### config.mk
export PLATFORM = sky130hd
export DESIGN_NAME = packet_tx
export DESIGN_NICKNAME = d
export VERILOG_FILES = /design/src/fsm_pkg.sv /design/src/event_pkg.sv /design/src/packet_tx.sv
export VERILOG_INCLUDE_DIRS = /design/src /design/src/include
export SDC_FILE = /design/constraint.sdc
export NUM_CORES = 1
export LEC_CHECK = 0
export BUFFER_PORTS_ARGS = -buffer_cell sky130_fd_sc_hd__buf_2
export CAP_MARGIN = 20
export CORE_UTILIZATION = 59
export CTS_CLUSTER_SIZE = 20
export DETAILED_ROUTE_END_ITERATION = 10
export GPL_TIMING_DRIVEN = 0
export PLACE_DENSITY_LB_ADDON = 0.08
export SKIP_LAST_GASP = 1
export SYNTH_ARGS = -nofsm -noshare
export SYNTH_HDL_FRONTEND = slang
export SYNTH_SLANG_ARGS = --single-unit
### constraint.sdc
create_clock -name clk -period 6.05 [get_ports clk]
set_input_delay 1.21 -clock clk [delete_from_list [all_inputs] [get_ports clk]]
set_output_delay 1.21 -clock clk [all_outputs]
set_load 0.1 [all_outputs]
### src/include/core_settings.svh
// channel count, field widths, FIFO depth and amplifier reset length
`ifndef CORE_SETTINGS_SVH
`define CORE_SETTINGS_SVH

////////////////////////////////////////////////////////////////////////
// channel array
`define NUM_CHANNELS 4          // analog channels on the core
`define CHAN_ID_BITS 4          // channel number field

////////////////////////////////////////////////////////////////////////
// event packet fields
`define ADC_BITS 10             // one conversion
`define TIMESTAMP_BITS 17       // free-running counter, wraps
`define PACKET_BITS 32          // parity + id + timestamp + adc

////////////////////////////////////////////////////////////////////////
// buffering and analog timing
`define FIFO_DEPTH 4            // shared fifo locations
`define CSA_RESET_CYCLES 3      // length of charge amp reset

`endif
### src/fsm_pkg.sv
// state encodings of the channel controller and the packet serializer
`include "core_settings.svh"

package fsm_pkg;

    // channel controller sequence
    typedef enum logic [1:0] {
        CH_IDLE   = 2'd0,   // waiting for a hit
        CH_SAMPLE = 2'd1,   // adc converting
        CH_RESET  = 2'd2,   // csa being reset
        CH_HOLD   = 2'd3    // packet held for router
    } chan_state_e;

    // serializer framing
    typedef enum logic [1:0] {
        TX_IDLE  = 2'd0,    // line high
        TX_START = 2'd1,    // start bit 0
        TX_DATA  = 2'd2,    // 32 data bits lsb first
        TX_STOP  = 2'd3     // stop bit 1
    } tx_state_e;

endpackage

### src/event_pkg.sv
// event packet struct and the channel id, adc word and timestamp types
`include "core_settings.svh"

package event_pkg;

    ////////////////////////////////////////////////////////////////////////
    // field types
    typedef logic [`CHAN_ID_BITS-1:0]   chan_id_t;     // channel number
    typedef logic [`ADC_BITS-1:0]       adc_word_t;    // one adc result
    typedef logic [`TIMESTAMP_BITS-1:0] timestamp_t;   // event time

    ////////////////////////////////////////////////////////////////////////
    // 32-bit event packet with msb field first
    // bit 31 parity, 30..27 id, 26..10 timestamp, 9..0 adc
    typedef struct packed {
        logic       parity;     // odd parity over whole packet
        chan_id_t   chan_id;    // source channel
        timestamp_t timestamp;  // time of sample rising edge
        adc_word_t  adc;        // captured conversion
    } packet_t;

endpackage

### src/packet_tx.sv
// serializer framing each fifo packet as start bit, 32 data bits lsb first and stop bit
`timescale 1ns/1ps
`include "core_settings.svh"

module packet_tx (
    input  logic               clk,             // core clock
    input  logic               rst_n_i,         // sync reset, active low
    input  logic               fifo_empty_i,    // nothing to send
    input  event_pkg::packet_t fifo_data_i,     // fifo head
    output logic               fifo_read_o,     // pop head
    output logic               piso_o           // serial line, idles high
);

    localparam int BIT_CNT_BITS = $clog2(`PACKET_BITS);

    fsm_pkg::tx_state_e      state_q;     // framing state
    logic [`PACKET_BITS-1:0] shift_q;     // data bits, lsb goes out first
    logic [BIT_CNT_BITS-1:0] bit_cnt_q;   // data bits sent so far
    logic                    load;

    ////////////////////////////////////////////////////////////////////////
    // pop when idle or right after a stop bit
    assign load = ((state_q == fsm_pkg::TX_IDLE) || (state_q == fsm_pkg::TX_STOP))
                  && !fifo_empty_i;
    assign fifo_read_o = load;

    always_ff @(posedge clk) begin
        if (!rst_n_i) begin
            state_q   <= fsm_pkg::TX_IDLE;
            bit_cnt_q <= '0;
        end else begin
            case (state_q)
                fsm_pkg::TX_IDLE: begin
                    if (load) state_q <= fsm_pkg::TX_START;
                end
                fsm_pkg::TX_START: begin
                    state_q   <= fsm_pkg::TX_DATA;
                    bit_cnt_q <= '0;
                end
                fsm_pkg::TX_DATA: begin
                    bit_cnt_q <= bit_cnt_q + 1'b1;
                    if (bit_cnt_q == BIT_CNT_BITS'(`PACKET_BITS - 1)) begin
                        state_q <= fsm_pkg::TX_STOP;    // last data bit out
                    end
                end
                default: begin                          // TX_STOP
                    state_q <= load ? fsm_pkg::TX_START : fsm_pkg::TX_IDLE;
                end
            endcase
        end
    end

    // shift register holds payload only
    always_ff @(posedge clk) begin
        if (load) begin
            shift_q <= fifo_data_i;                     // latch popped packet
        end else if (state_q == fsm_pkg::TX_DATA) begin
            shift_q <= {1'b0, shift_q[`PACKET_BITS-1:1]};
        end
    end

    ////////////////////////////////////////////////////////////////////////
    // line level per state
    always_comb begin
        case (state_q)
            fsm_pkg::TX_START: piso_o = 1'b0;           // start bit
            fsm_pkg::TX_DATA:  piso_o = shift_q[0];     // current data bit
            default:           piso_o = 1'b1;           // idle and stop
        endcase
    end

endmodule

**Word-level counts from Yosys, hierarchy flattened**

Index checks and enable logic that the tools add are counted.

- Add/sub/neg operators: 1
- Equality and inequality tests: 6
- Muxes and demuxes: 8
- Reduce and logical (&&, ||, !) cells: 7

Operator list:

| kind | number |
|---|---|
| 32-bit 2-to-1 mux | 2 |
| 5-bit one-hot mux with 2 select lines | 1 |
| 2-bit one-hot mux with 3 select lines | 1 |
| 5-bit by 1-bit adder with 5-bit output (second input constant) | 1 |
| 5-bit == test (second input constant) | 1 |
| 2-bit == test (second input constant) | 2 |
| 2-bit 2-to-1 mux | 2 |
| 2-bit != test (second input constant) | 2 |
| 2-bit nonzero test | 2 |
| 2-bit by 1-bit == test with 1-bit output (second input constant) | 1 |
| 2-bit zero test | 1 |
| 1-bit one-hot mux with 2 select lines | 1 |
| 2-bit AND reduction | 1 |
| 1-bit logical AND | 1 |
| 1-bit zero test | 1 |
| 1-bit logical OR | 1 |
| 1-bit 2-to-1 mux | 1 |

- Register bits: 39
- Input bits: 35
- Output and inout port bits: 2
- Logic and storage cells: 25

**Depth between registers and ports, before layout**

Gate-level depths: netlist of the first run.

- Word-level depth: 5
- Mapped depth: 6
- Mapped depth without buffers: 6

**Least setup slack after synthesis of the first run**

OpenSTA, ideal clock, no wires.

- Kind: register to output
- Start point: register state_q[0]
- End point: output port piso_o
- Arrival: 2269 ps
- Required time: 4840 ps
- Path slack: 2571 ps
- Stages on the path, launching flop included: 5
- Path buffers: 1
- Path through: dfxtp_1 > inv_1 > ha_1 > buf_4 > mux2i_1

- Longest elaborated chain between the ends: 2
- Elaborated cells on any way between the ends: 3
- Those cells by class: 2 x eq/ne; 1 x mux

RTL lines:

| item | RTL line | RTL |
|---|---|---|
| from (decl) | packet_tx.sv:16 | `fsm_pkg::tx_state_e state_q;` |
| from (signal assigned) | packet_tx.sv:29 | `state_q <= fsm_pkg::TX_IDLE;` |
| from (signal assigned) | packet_tx.sv:34 | `if (load) state_q <= fsm_pkg::TX_START;` |
| from (signal assigned) | packet_tx.sv:37 | `state_q <= fsm_pkg::TX_DATA;` |
| 2-bit == test / 2-bit by 1-bit == test with 1-bit output (equally long branches) | packet_tx.sv:65 | `case (state_q)` |
| 1-bit one-hot mux with 2 select lines * | packet_tx.sv:65 |  |
| to (decl) | packet_tx.sv:11 | `output logic piso_o` |

Every way passes the cells marked *; elsewhere a longest branch is shown, timed or not.

**Worst setup path in the final report of the first run**

- Start point: input port fifo_empty_i
- End point: output port fifo_read_o

- Longest elaborated chain between the ends: 2

RTL lines:

| item | RTL line | RTL |
|---|---|---|
| from (decl) | packet_tx.sv:8 | `input logic fifo_empty_i,` |
| 1-bit zero test | packet_tx.sv:24 | `&& !fifo_empty_i;` |
| 1-bit logical AND | packet_tx.sv:24 |  |
| to (decl) | packet_tx.sv:10 | `output logic fifo_read_o,` |

Every way passes these cells.

==> out/metrics.cfg, run 1 <==
[routing]
post_drt_via_cell_ratio=5.25
drt-pass1-iter-count=4
wirelength_mm=3.06
drt_iter0_markers=34
drcViolationCount=0
drtAntennaViolNets=0
post_drt_wl_per_cell_um=14.7
via_count=1092

[clock_tree]
clk_latency_ps=350
cts.htree.levels=2
clk_pin_slew_worst_paths_ps=130
cts_tree=built
cts_root_buffer=clkbuf_4
numClockSinks=39
cts_setup_buffers=0
clk_path_buf_depth=2
hold_buffers=0
ctsResizeCount=0
cts_buffers=5

[cells_and_area]
diodes=0
layout_common_cells=buf_2 (36), edfxtp_1 (32), mux2_4 (27), dfxtp_1 (7), ha_1 (6)
final_common_cell=buf_2
drive_gt1_share_pct=51.2
area_growth_pct=17.6
post-route-util_pct=74.0
fin_nets=204

[sta]
skew_ps=5.93
worstMarginPinSlew_ps=731
setup_tns_ps=0
fmax_ghz=0.296
min_period_ps=3370
drv_slew=0
relSlewSlack_pct=51.2
hold_viol_final=0
rsz0062_at_grt=no
setup_viol=0
period_share_pct=55.8

[critical_path]
critPathKind=input pin to primary output
regToRegSetupSlack_ps=3710
worst_ep_required_time_ps=4840
r2r_cells=6
crit_top_cell=buf_2
cp-end-kind=primary output
r2r_end=shift_q[29]
critPathArrivalTime_ps=2160
crit_fanout=10
crit_slowest_cell=buf_2
critPathLaunchType=input pin
reg2reg_from=state_q[0]
crit_chain=buf_2 -> nor2_8 -> buf_12 -> buf_2
critical-path-max-stage-delay_ps=420

[power]
p_per_area_mw_per_mm2=522
clkPwrFrac_pct=18.7
seq_power_share_pct=42.4
pwr-share-comb_pct=38.9
p_sw_mw=0.356
internal-power_mw=0.834
ir_drop_mv=0.326
finalPower_mw=1.19
p_sw_share_pct=29.9
leakagePower_nw=0.954

[yosys]
yosysSeqAreaShare_pct=56.8
ys_ff_latch=39
synth.distinct_cells=29
avgSynthCellArea_um2=16.2
synthCells=120
netlist_area_mm2=0.00194
yosysWarnings=0
postSynthNetCount=161

[global_routing]
grt_pass1_vias=1062
grt_pass1_wl_mm=5.04
grt_overflow_total=0
grt_max_degree=33
grt_util_all_layers_pct=20.6
antenna_found_initial=0

[floorplanning]
die-area_mm2=0.00352
die_height_um=59.3
start_util_pct=63.0
core_area_mm2=0.00308
die_x_um=59.3
num_rows=20
ios=37

[hold_path]
min_from=bit_cnt_q[4]
hold_end=bit_cnt_q[4]
worstHoldPathCells=2
min_path_type=register to register

[outcome]
status=finished, final reports clean

[placed_design]
port_buffers=36
place_congestion=0.742
dp_hpwl_mm=2.03

[run]
max_cap_viol_count=0

==> cell families (layout without fill, tap and decap cells) <==
kind of cell               count (synthesis)  after routing  share of synthesized area [%]
AOI/OAI and AO/OA                         11             11                           3.42
DFF                                       39             39                           56.8
buffers and inverters                     10             54                           5.04
muxes                                     33             33                           24.3
adders and majority gates                  6              6                           3.87
and+or+nand+nor                           21             21                           6.52
==> sequential cells by signal, summed over array words and instances (netlist names) <==
signal     cells
shift_q       32
bit_cnt_q      5
state_q        2
==> per-layer routing <==
| layer | vias up | global-route usage [%] | routed length, um |
|---|---|---|---|
| met5 | - | 0 | 0 |
| met4 | 0 | 9.18 | 50 |
| met3 | 6 | 6.99 | 161 |
| met2 | 34 | 31.9 | 1440 |
| met1 | 522 | 26.3 | 1410 |
| li1 | 530 | - | - |
==> critical path, delay by kind of cell <==
kind / cells / cell delay (ps)
and+or+nand+nor: 1 / 210
buffers and inverters: 3 / 730
==> cell type report <==
cell class / count / area (um2)
Clock buffer: 5 / 37.5
Timing Repair Buffer: 36 / 180
Multi-Input combinational cell: 71 / 739
Tap cell: 44 / 55.1
Sequential cell: 39 / 1100
Fill cell: 219 / 800
Buffer: 5 / 78.8
Inverter: 5 / 18.8
Clock inverter: 3 / 67.6
==> worst max-delay path by stage <==
| stage | endpoint | slack [ps] | cells after the start | from |
|---|---|---|---|---|
| finish | fifo_read_o | 2680 | 4 | fifo_empty_i |
| global route | fifo_read_o | 2560 | 6 | state_q[0] |
| CTS | fifo_read_o | 2650 | 6 | state_q[0] |
| detailed placement | fifo_read_o | 2670 | 4 | fifo_empty_i |
| global placement | fifo_read_o | 2680 | 4 | fifo_empty_i |
| floorplan | piso_o | 2570 | 4 | state_q[0] |
==> through the flow <==
stage | instance area [um2] | worst slack, ps | hold WS, ps | cells
after floorplan | 1940 | 2570 | 444 | 120
after global placement | 2170 | 2680 | 453 | 200
after detailed placement | 2170 | 2670 | 466 | 200
after CTS | 2280 | 2650 | 485 | 208
after global routing | 2280 | 2560 | 536 | 208
final | 2280 | 2680 | 483 | 208
==> synth_stat cells <==
master | count | area, um2
dfxtp_1 | 7 | 140
mux2_2 | 5 | 56.3
a21oi_1 | 5 | 25.0
a22o_1 | 1 | 8.76
mux2_4 | 27 | 405
a31oi_1 | 1 | 6.26
and3_1 | 1 | 6.26
edfxtp_1 | 32 | 961
buf_4 | 1 | 7.51
and2_1 | 1 | 6.26
inv_1 | 5 | 18.8
nand2b_1 | 1 | 6.26
nand2_1 | 5 | 18.8
nor2_8 | 1 | 20.0
a221oi_1 | 1 | 8.76
mux2i_1 | 1 | 10.0
nand2_2 | 1 | 6.26
ha_1 | 6 | 75.1
buf_12 | 3 | 60.1
o21ai_0 | 2 | 10.0
nor2b_1 | 2 | 12.5
nor2_1 | 1 | 3.75
nor3_1 | 1 | 5.00
o21a_1 | 1 | 7.51
buf_6 | 1 | 11.3
nand3_1 | 4 | 20.0
nand4b_1 | 1 | 8.76
or2_2 | 1 | 6.26
or3_1 | 1 | 6.26
==> power groups by stage <==
stage | clock, mW | combinational (mW) | sequential, mW
after floorplan | 0 | 0.396 | 0.496
after global placement | 0 | 0.449 | 0.508
after detailed placement | 0 | 0.464 | 0.511
after CTS | 0.225 | 0.468 | 0.507
after global routing | 0.237 | 0.498 | 0.519
final | 0.222 | 0.463 | 0.505
Note: power is estimated with default switching activity, not from simulation.
==> inputs of run 2 (changes only) <==
--- a/config.mk
+++ b/config.mk
@@ -8,7 +8,7 @@
 export LEC_CHECK = 0
 export BUFFER_PORTS_ARGS = -buffer_cell sky130_fd_sc_hd__buf_2
 export CAP_MARGIN = 20
-export CORE_UTILIZATION = 59
+export CORE_UTILIZATION = 49
 export CTS_CLUSTER_SIZE = 20
 export DETAILED_ROUTE_END_ITERATION = 10
 export GPL_TIMING_DRIVEN = 0
==> constraint.sdc (replaced) <==
create_clock -name clk -period 3.05 [get_ports clk]
set_input_delay 0.61 -clock clk [delete_from_list [all_inputs] [get_ports clk]]
set_output_delay 0.61 -clock clk [all_outputs]
set_load 0.1 [all_outputs]
==> run 2 against run 1 <==
Net effect: die area increased by 20%; critical endpoint unchanged; global-route usage decreased by 5.1 points; combinational power increased by 96%; largest power group unchanged.
==> out/metrics.cfg, run 2 (synthesized netlist as in run 1, its figures left out) <==
[cells_and_area]
final_common_cell=buf_2  ; unchanged
largest_reg_flops=32  ; unchanged
top_regs=shift_q: 32 flops, bit_cnt_q: 5 flops, state_q: 2 flops  ; unchanged
diodes=0  ; unchanged
layout_common_cells=buf_2 (36), edfxtp_1 (32), mux2_4 (27), dfxtp_1 (7), ha_1 (6)  ; unchanged
drive_gt1_share_pct=50.6  ; was 51.2%
area_growth_pct=17.9  ; was 17.6%
post-route-util_pct=61.5  ; was 74.0%
fin_nets=204  ; unchanged
largest-register=shift_q  ; unchanged

[sta]
worstMarginPinSlew_ps=741  ; was 731 ps
fmax_ghz=0.377
rsz0062_at_grt=no  ; unchanged
skew_ps=3.85  ; was 5.93 ps
min_period_ps=2660
hold_viol_final=0  ; unchanged
setup_viol=0  ; unchanged
period_share_pct=87.1
setup_tns_ps=0  ; unchanged
drv_slew=0  ; unchanged
relSlewSlack_pct=50.6  ; was 51.2%

[routing]
post_drt_wl_per_cell_um=13.9  ; was 14.7 um
drcViolationCount=0  ; unchanged
drtAntennaViolNets=0  ; unchanged
wirelength_mm=2.94  ; was 3.06 mm
drt-pass1-iter-count=4  ; unchanged
drt_iter0_markers=52  ; was 34
via_count=1058  ; was 1092
post_drt_via_cell_ratio=4.99  ; was 5.25

[clock_tree]
clk_latency_ps=280  ; was 350 ps
cts.htree.levels=2  ; unchanged
hold_buffers=0  ; unchanged
cts_root_buffer=clkbuf_8  ; was clkbuf_4
numClockSinks=39  ; unchanged
cts_setup_buffers=0  ; unchanged
ctsResizeCount=0  ; unchanged
clk_pin_slew_worst_paths_ps=70  ; was 130 ps
clk_path_buf_depth=2  ; unchanged
cts_tree=built  ; unchanged
cts_buffers=5  ; unchanged

[outcome]
status=finished, final reports clean  ; unchanged

[global_routing]
grt_overflow_total=0  ; unchanged
grt_max_degree=33  ; unchanged
grt_pass1_wl_mm=4.89  ; was 5.04 mm
grt_util_all_layers_pct=15.6  ; was 20.6%
grt_pass1_vias=1016  ; was 1062
antenna_found_initial=0  ; unchanged

[critical_path]
crit_slowest_cell=buf_2  ; unchanged
path_buf_inv=4  ; was 3
critPathArrivalTime_ps=2050  ; was 2160 ps
critPathKind=register to primary output  ; was input pin to primary output
crit_chain=inv_1 -> ha_1 -> buf_6 -> nor2_8 -> buf_12 -> buf_2  ; was buf_2 -> nor2_8 -> buf_12 -> buf_2
worst_ep_required_time_ps=2440  ; was 4840 ps
critical-path-max-stage-delay_ps=420  ; about the same
worstSetupStartpoint=state_q[0]  ; was fifo_empty_i
crit_family=buffers and inverters  ; unchanged
reg2reg_from=state_q[0]  ; unchanged
crit_fanout=10  ; unchanged
critPathLaunchType=register  ; was input pin
cp-end-kind=primary output  ; unchanged

[floorplanning]
die-area_mm2=0.00421  ; was 0.00352 mm2
start_util_pct=52.2  ; was 63.0%
num_rows=22  ; was 20
core_area_mm2=0.00372  ; was 0.00308 mm2
die_height_um=64.9  ; was 59.3 um
die_x_um=64.9  ; was 59.3 um
ios=37  ; unchanged

[placed_design]
place_congestion=0.746  ; was 0.742
dp_hpwl_mm=2.01  ; was 2.03 mm
port_buffers=36  ; unchanged

[run]
max_cap_viol_count=0  ; unchanged

[power]
leakagePower_nw=0.958  ; was 0.954 nW
p_per_area_mw_per_mm2=1020  ; was 522 mW/mm2
ir_drop_mv=0.496  ; was 0.326 mV

[hold_path]
min_from=bit_cnt_q[4]  ; unchanged
min_path_type=register to register  ; unchanged

[run 2: area by class of cell]
type	count	area (um2)
plain buffers	5	78.8
multi-input cells	71	739
inverters	5	18.8
flip-flops and latches	39	1100
clock buffers	5	68.8
clock inverters	3	38.8
repair buffers	36	180
fillers	290	1430
well taps	48	60.1
[run 2: worst reg2reg max path, cell delays in order, from the launching register on]
cell     delay (ps)
dfxtp_1         390
inv_1            80
ha_1            310
buf_6           150
nor2_8          230
buf_12          180
or2_2           600
[run 2: worst paths after layout]
| check | endpoint | cells past startpoint | slack (ps) |
|---|---|---|---|
| max | fifo_read_o | 6 | 390 |
| min | bit_cnt_q[4] | 2 | 470 |
| max reg2reg | shift_q[26] | 6 | 730 |
| min reg2reg | bit_cnt_q[4] | 2 | 470 |
[run 2: through the flow]
step / setup slack (ps) / cells / instance area, um2 / hold WS [ps] / total power, mW
2_1_floorplan: 171 / 120 / 1940 / 444 / 1.77
3_3_place_gp: 726 / 204 / 2180 / 454 / 1.90
5_1_grt: 259 / 212 / 2290 / 530 / 2.47
3_5_place_dp: 689 / 204 / 2180 / 460 / 1.93
4_1_cts: 366 / 212 / 2290 / 472 / 2.35
6_report: 394 / 212 / 2290 / 471 / 2.32
[run 2: report_power, final]
group | internal (mW) | total, mW | switching (mW)
sequential | 0.929 | 1.01 | 0.0785
combinational | 0.472 | 0.909 | 0.437
clock | 0.239 | 0.408 | 0.168
[run 2: metal layers]
metal  wire length [um]  GRT usage, %
met1               1500          23.0
met5                  0             0
met2               1270          21.7
met3                161          5.63
met4                 13          3.33
==> inputs of run 3 (changes only) <==
--- a/config.mk
+++ b/config.mk
@@ -6,9 +6,10 @@
 export SDC_FILE = /design/constraint.sdc
 export NUM_CORES = 1
 export LEC_CHECK = 0
+export ABC_AREA = 1
 export BUFFER_PORTS_ARGS = -buffer_cell sky130_fd_sc_hd__buf_2
 export CAP_MARGIN = 20
-export CORE_UTILIZATION = 49
+export CORE_UTILIZATION = 48
 export CTS_CLUSTER_SIZE = 20
 export DETAILED_ROUTE_END_ITERATION = 10
 export GPL_TIMING_DRIVEN = 0
==> run 3 against run 2 <==
Net effect: worst hold slack improved by 2.9 ps; synthesized area is 5.8% lower; critical path depth did not move; sequential cell count stayed put; power shrank 3.1%; largest cell class unchanged; global-route usage is 3.1 points higher; clock power about the same; sequential share of layout area increased by 2.5 points; first-iteration DRC count rose by 62%; utilization down 2.2 points; routed wire length up 2.7%; worst setup slack better by 35 ps.
==> out/metrics.cfg, run 3 <==
[critical_path]
critPathLaunchType=register  ; unchanged
crit_slowest_cell=buf_2  ; unchanged
cp-end-kind=primary output  ; unchanged
worst_ep_required_time_ps=2440  ; about the same
critical-path-max-stage-delay_ps=440  ; was 420 ps
crit_chain=inv_1 -> ha_1 -> buf_6 -> nor2_8 -> buf_4 -> buf_2  ; was inv_1 -> ha_1 -> buf_6 -> nor2_8 -> buf_12 -> buf_2
crit_fanout=10  ; unchanged
critPathArrivalTime_ps=2010  ; was 2050 ps
crit_family=buffers and inverters  ; unchanged
path_buf_inv=4  ; unchanged
critPathKind=register to primary output  ; unchanged

[sta]
rsz0062_at_grt=no  ; unchanged
fmax_ghz=0.382  ; was 0.377 GHz
hold_viol_final=0  ; unchanged
skew_ps=4.52  ; was 3.85 ps
whs_ps=474  ; was 471 ps
setup_slack_ps=429  ; was 394 ps
min_period_ps=2620  ; was 2660 ps
drv_slew=0  ; unchanged
relSlewSlack_pct=52.4  ; was 50.6%
period_share_pct=85.9  ; was 87.1%
worstMarginPinSlew_ps=714  ; was 741 ps
setup_viol=0  ; unchanged
setup_tns_ps=0  ; unchanged

[clock_tree]
ctsResizeCount=0  ; unchanged
clk_latency_ps=290  ; was 280 ps
hold_buffers=0  ; unchanged
numClockSinks=39  ; unchanged
clk_path_buf_depth=2  ; unchanged
clk_pin_slew_worst_paths_ps=70  ; about the same
cts_buffers=5  ; unchanged
cts_root_buffer=clkbuf_8  ; unchanged
cts_tree=built  ; unchanged
cts_setup_buffers=0  ; unchanged
cts.htree.levels=2  ; unchanged

[routing]
post_drt_via_cell_ratio=4.67  ; was 4.99
drt-pass1-iter-count=4  ; unchanged
post_drt_wl_per_cell_um=10.5  ; was 13.9 um
drt_iter0_markers=84  ; was 52
drcViolationCount=0  ; unchanged
via_count=1341  ; was 1058
wirelength_mm=3.02  ; was 2.94 mm
drtAntennaViolNets=0  ; unchanged

[placed_design]
placedInstanceArea_mm2=0.00207  ; was 0.00218 mm2
port_buffers=36  ; unchanged
post-place-ws_ps=739  ; was 689 ps
dp_hpwl_mm=2.13  ; was 2.01 mm
place_congestion=0.813  ; was 0.746

[yosys]
synth_edf_count=32  ; unchanged
yosys-top-cells-area=edfxtp_1 (53%), nand2_1 (22%), dfxtp_1 (7.7%), ha_1 (4.1%), buf_6 (2.5%)  ; was edfxtp_1 (50%), mux2_4 (21%), dfxtp_1 (7.2%), ha_1 (3.9%), buf_12 (3.1%)
postSynthNetCount=236  ; was 161
synth_top_area_share_pct=52.6  ; was 49.6%
yosysSeqAreaShare_pct=60.3  ; was 56.8%
ys.flop_type=edfxtp_1  ; unchanged
synth.most_common_cell=nand2_1  ; was edfxtp_1
ys_ff_latch=39  ; unchanged
synth_top_area_cell=edfxtp_1  ; unchanged
synth.distinct_cells=18  ; was 29
synthArstFlopShare_pct=0  ; unchanged
avgSynthCellArea_um2=9.36  ; was 16.2 um2
netlist_area_mm2=0.00183  ; was 0.00194 mm2
synthCells=195  ; was 120
yosysWarnings=0  ; unchanged
synthTopCellsByCount=nand2_1 (105), edfxtp_1 (32), inv_1 (9), nor2_1 (8), dfxtp_1 (7)  ; was edfxtp_1 (32), mux2_4 (27), dfxtp_1 (7), ha_1 (6)

[global_routing]
antenna_found_initial=0  ; unchanged
grt_overflow_total=0  ; unchanged
grt_max_degree=33  ; unchanged
grt_pass1_vias=1321  ; was 1016
grt_pass1_wl_mm=5.73  ; was 4.89 mm
grt_util_all_layers_pct=18.7  ; was 15.6%

[cells_and_area]
largest-register=shift_q  ; unchanged
diodes=0  ; unchanged
drive_gt1_share_pct=23.0  ; was 50.6%
final_area_mm2=0.00217  ; was 0.00229 mm2
top_regs=shift_q: 32 flops, bit_cnt_q: 5 flops, state_q: 2 flops  ; unchanged
area_growth_pct=19.1  ; was 17.9%
largest_reg_flops=32  ; unchanged
fin_nets=279  ; was 204
layout_common_cells=nand2_1 (105), buf_2 (37), edfxtp_1 (32), inv_1 (9), nor2_1 (8)  ; was buf_2 (36), edfxtp_1 (32), mux2_4 (27), dfxtp_1 (7), ha_1 (6)
final_common_cell=nand2_1  ; was buf_2

[power]
pwr-share-comb_pct=36.5  ; was 39.1%
p_sw_mw=0.802  ; was 0.684 mW
seq_power_share_pct=45.3  ; was 43.4%
p_sw_share_pct=35.6  ; was 29.4%
ir_drop_mv=0.455  ; was 0.496 mV
leakagePower_nw=1.02  ; was 0.958 nW
p_per_area_mw_per_mm2=1040  ; was 1020 mW/mm2
clkPwrFrac_pct=18.2  ; was 17.5%
internal-power_mw=1.45  ; was 1.64 mW

[hold_path]
min_path_type=register to register  ; unchanged

[floorplanning]
num_rows=22  ; unchanged
die_height_um=63.7  ; was 64.9 um
die-area_mm2=0.00405  ; was 0.00421 mm2
core_area_mm2=0.00366  ; was 0.00372 mm2
start_util_pct=49.9  ; was 52.2%
ios=37  ; unchanged
die_x_um=63.7  ; was 64.9 um

[outcome]
status=finished, final reports clean  ; unchanged

[run]
max_cap_viol_count=0  ; unchanged

-- run 3: cell types whose count changed in the layout (fill, tap and decap cells not counted), moves of 2 or more --
cell     delta
nand2_1   +100
mux2_4     -27
nor2_1      +7
mux2_2      -5
inv_1       +4
nor3_1      +4
buf_12      -3
buf_6       +3
buf_4       +2
nor2b_1     -2
o21ai_1     +2
-- run 3: kinds of logic after synthesis --
| kind of cell | synth area share [%] |
|---|---|
| AO/OA/AOI/OAI | 2.67 |
| AND/OR/NAND/NOR | 26.9 |
| buffers and inverters | 6.03 |
| adder cells (fa/ha/maj) | 4.11 |
| flip-flops | 60.3 |
-- run 3: worst reg2reg max path, stage by stage (launching register included) --
cell and delay (ps):
dfxtp_1 370, inv_1 100, ha_1 310, buf_6 150, nor2_8 160, or2_2 610
-- run 3: layout make-up --
| type | count | area, um2 |
|---|---|---|
| buffer | 8 | 72.6 |
| clock buffer | 5 | 68.8 |
| clock inverter | 3 | 38.8 |
| fill | 335 | 1490 |
| inverter | 10 | 37.5 |
| multi-input combinational | 138 | 614 |
| sequential | 39 | 1100 |
| tap | 48 | 60.1 |
| timing repair buffer | 36 | 180 |
-- run 3: metal layers --
metal / GRT usage, % / share of wire (%) / up-vias
met5: 0 / 0 / -
met4: 7.67 / 2.3 / 0
met3: 7.07 / 5.3 / 8
met2: 30.2 / 46 / 37
met1: 22.2 / 46 / 586
li1: - / - / 710
-- run 3: stage by stage --
step	util [%]	instances	total power, mW
final	59.4	287	2.25
after floorplan	-	195	1.67
after CTS	59.4	287	2.28
after global routing	59.4	287	2.43
after global placement	56.4	279	1.82
after detailed placement	56.4	279	1.87
-- run 3: final timing paths --
kind / to / slack [ps] / start / cells past startpoint
max: fifo_read_o / 430 / state_q[0] / 6
max reg2reg: shift_q[28] / 980 / state_q[0] / 5
min reg2reg: bit_cnt_q[4] / 470 / bit_cnt_q[4] / 2
min: bit_cnt_q[4] / 470 / bit_cnt_q[4] / 2
-- run 3: power by group through the flow --
| stage | logic, mW | clock network, mW | registers [mW] |
|---|---|---|---|
| 6_report | 0.823 | 0.410 | 1.02 |
| 5_1_grt | 0.945 | 0.440 | 1.05 |
| 3_3_place_gp | 0.799 | 0 | 1.02 |
| 2_1_floorplan | 0.664 | 0 | 1.01 |
| 4_1_cts | 0.836 | 0.421 | 1.02 |
| 3_5_place_dp | 0.833 | 0 | 1.03 |
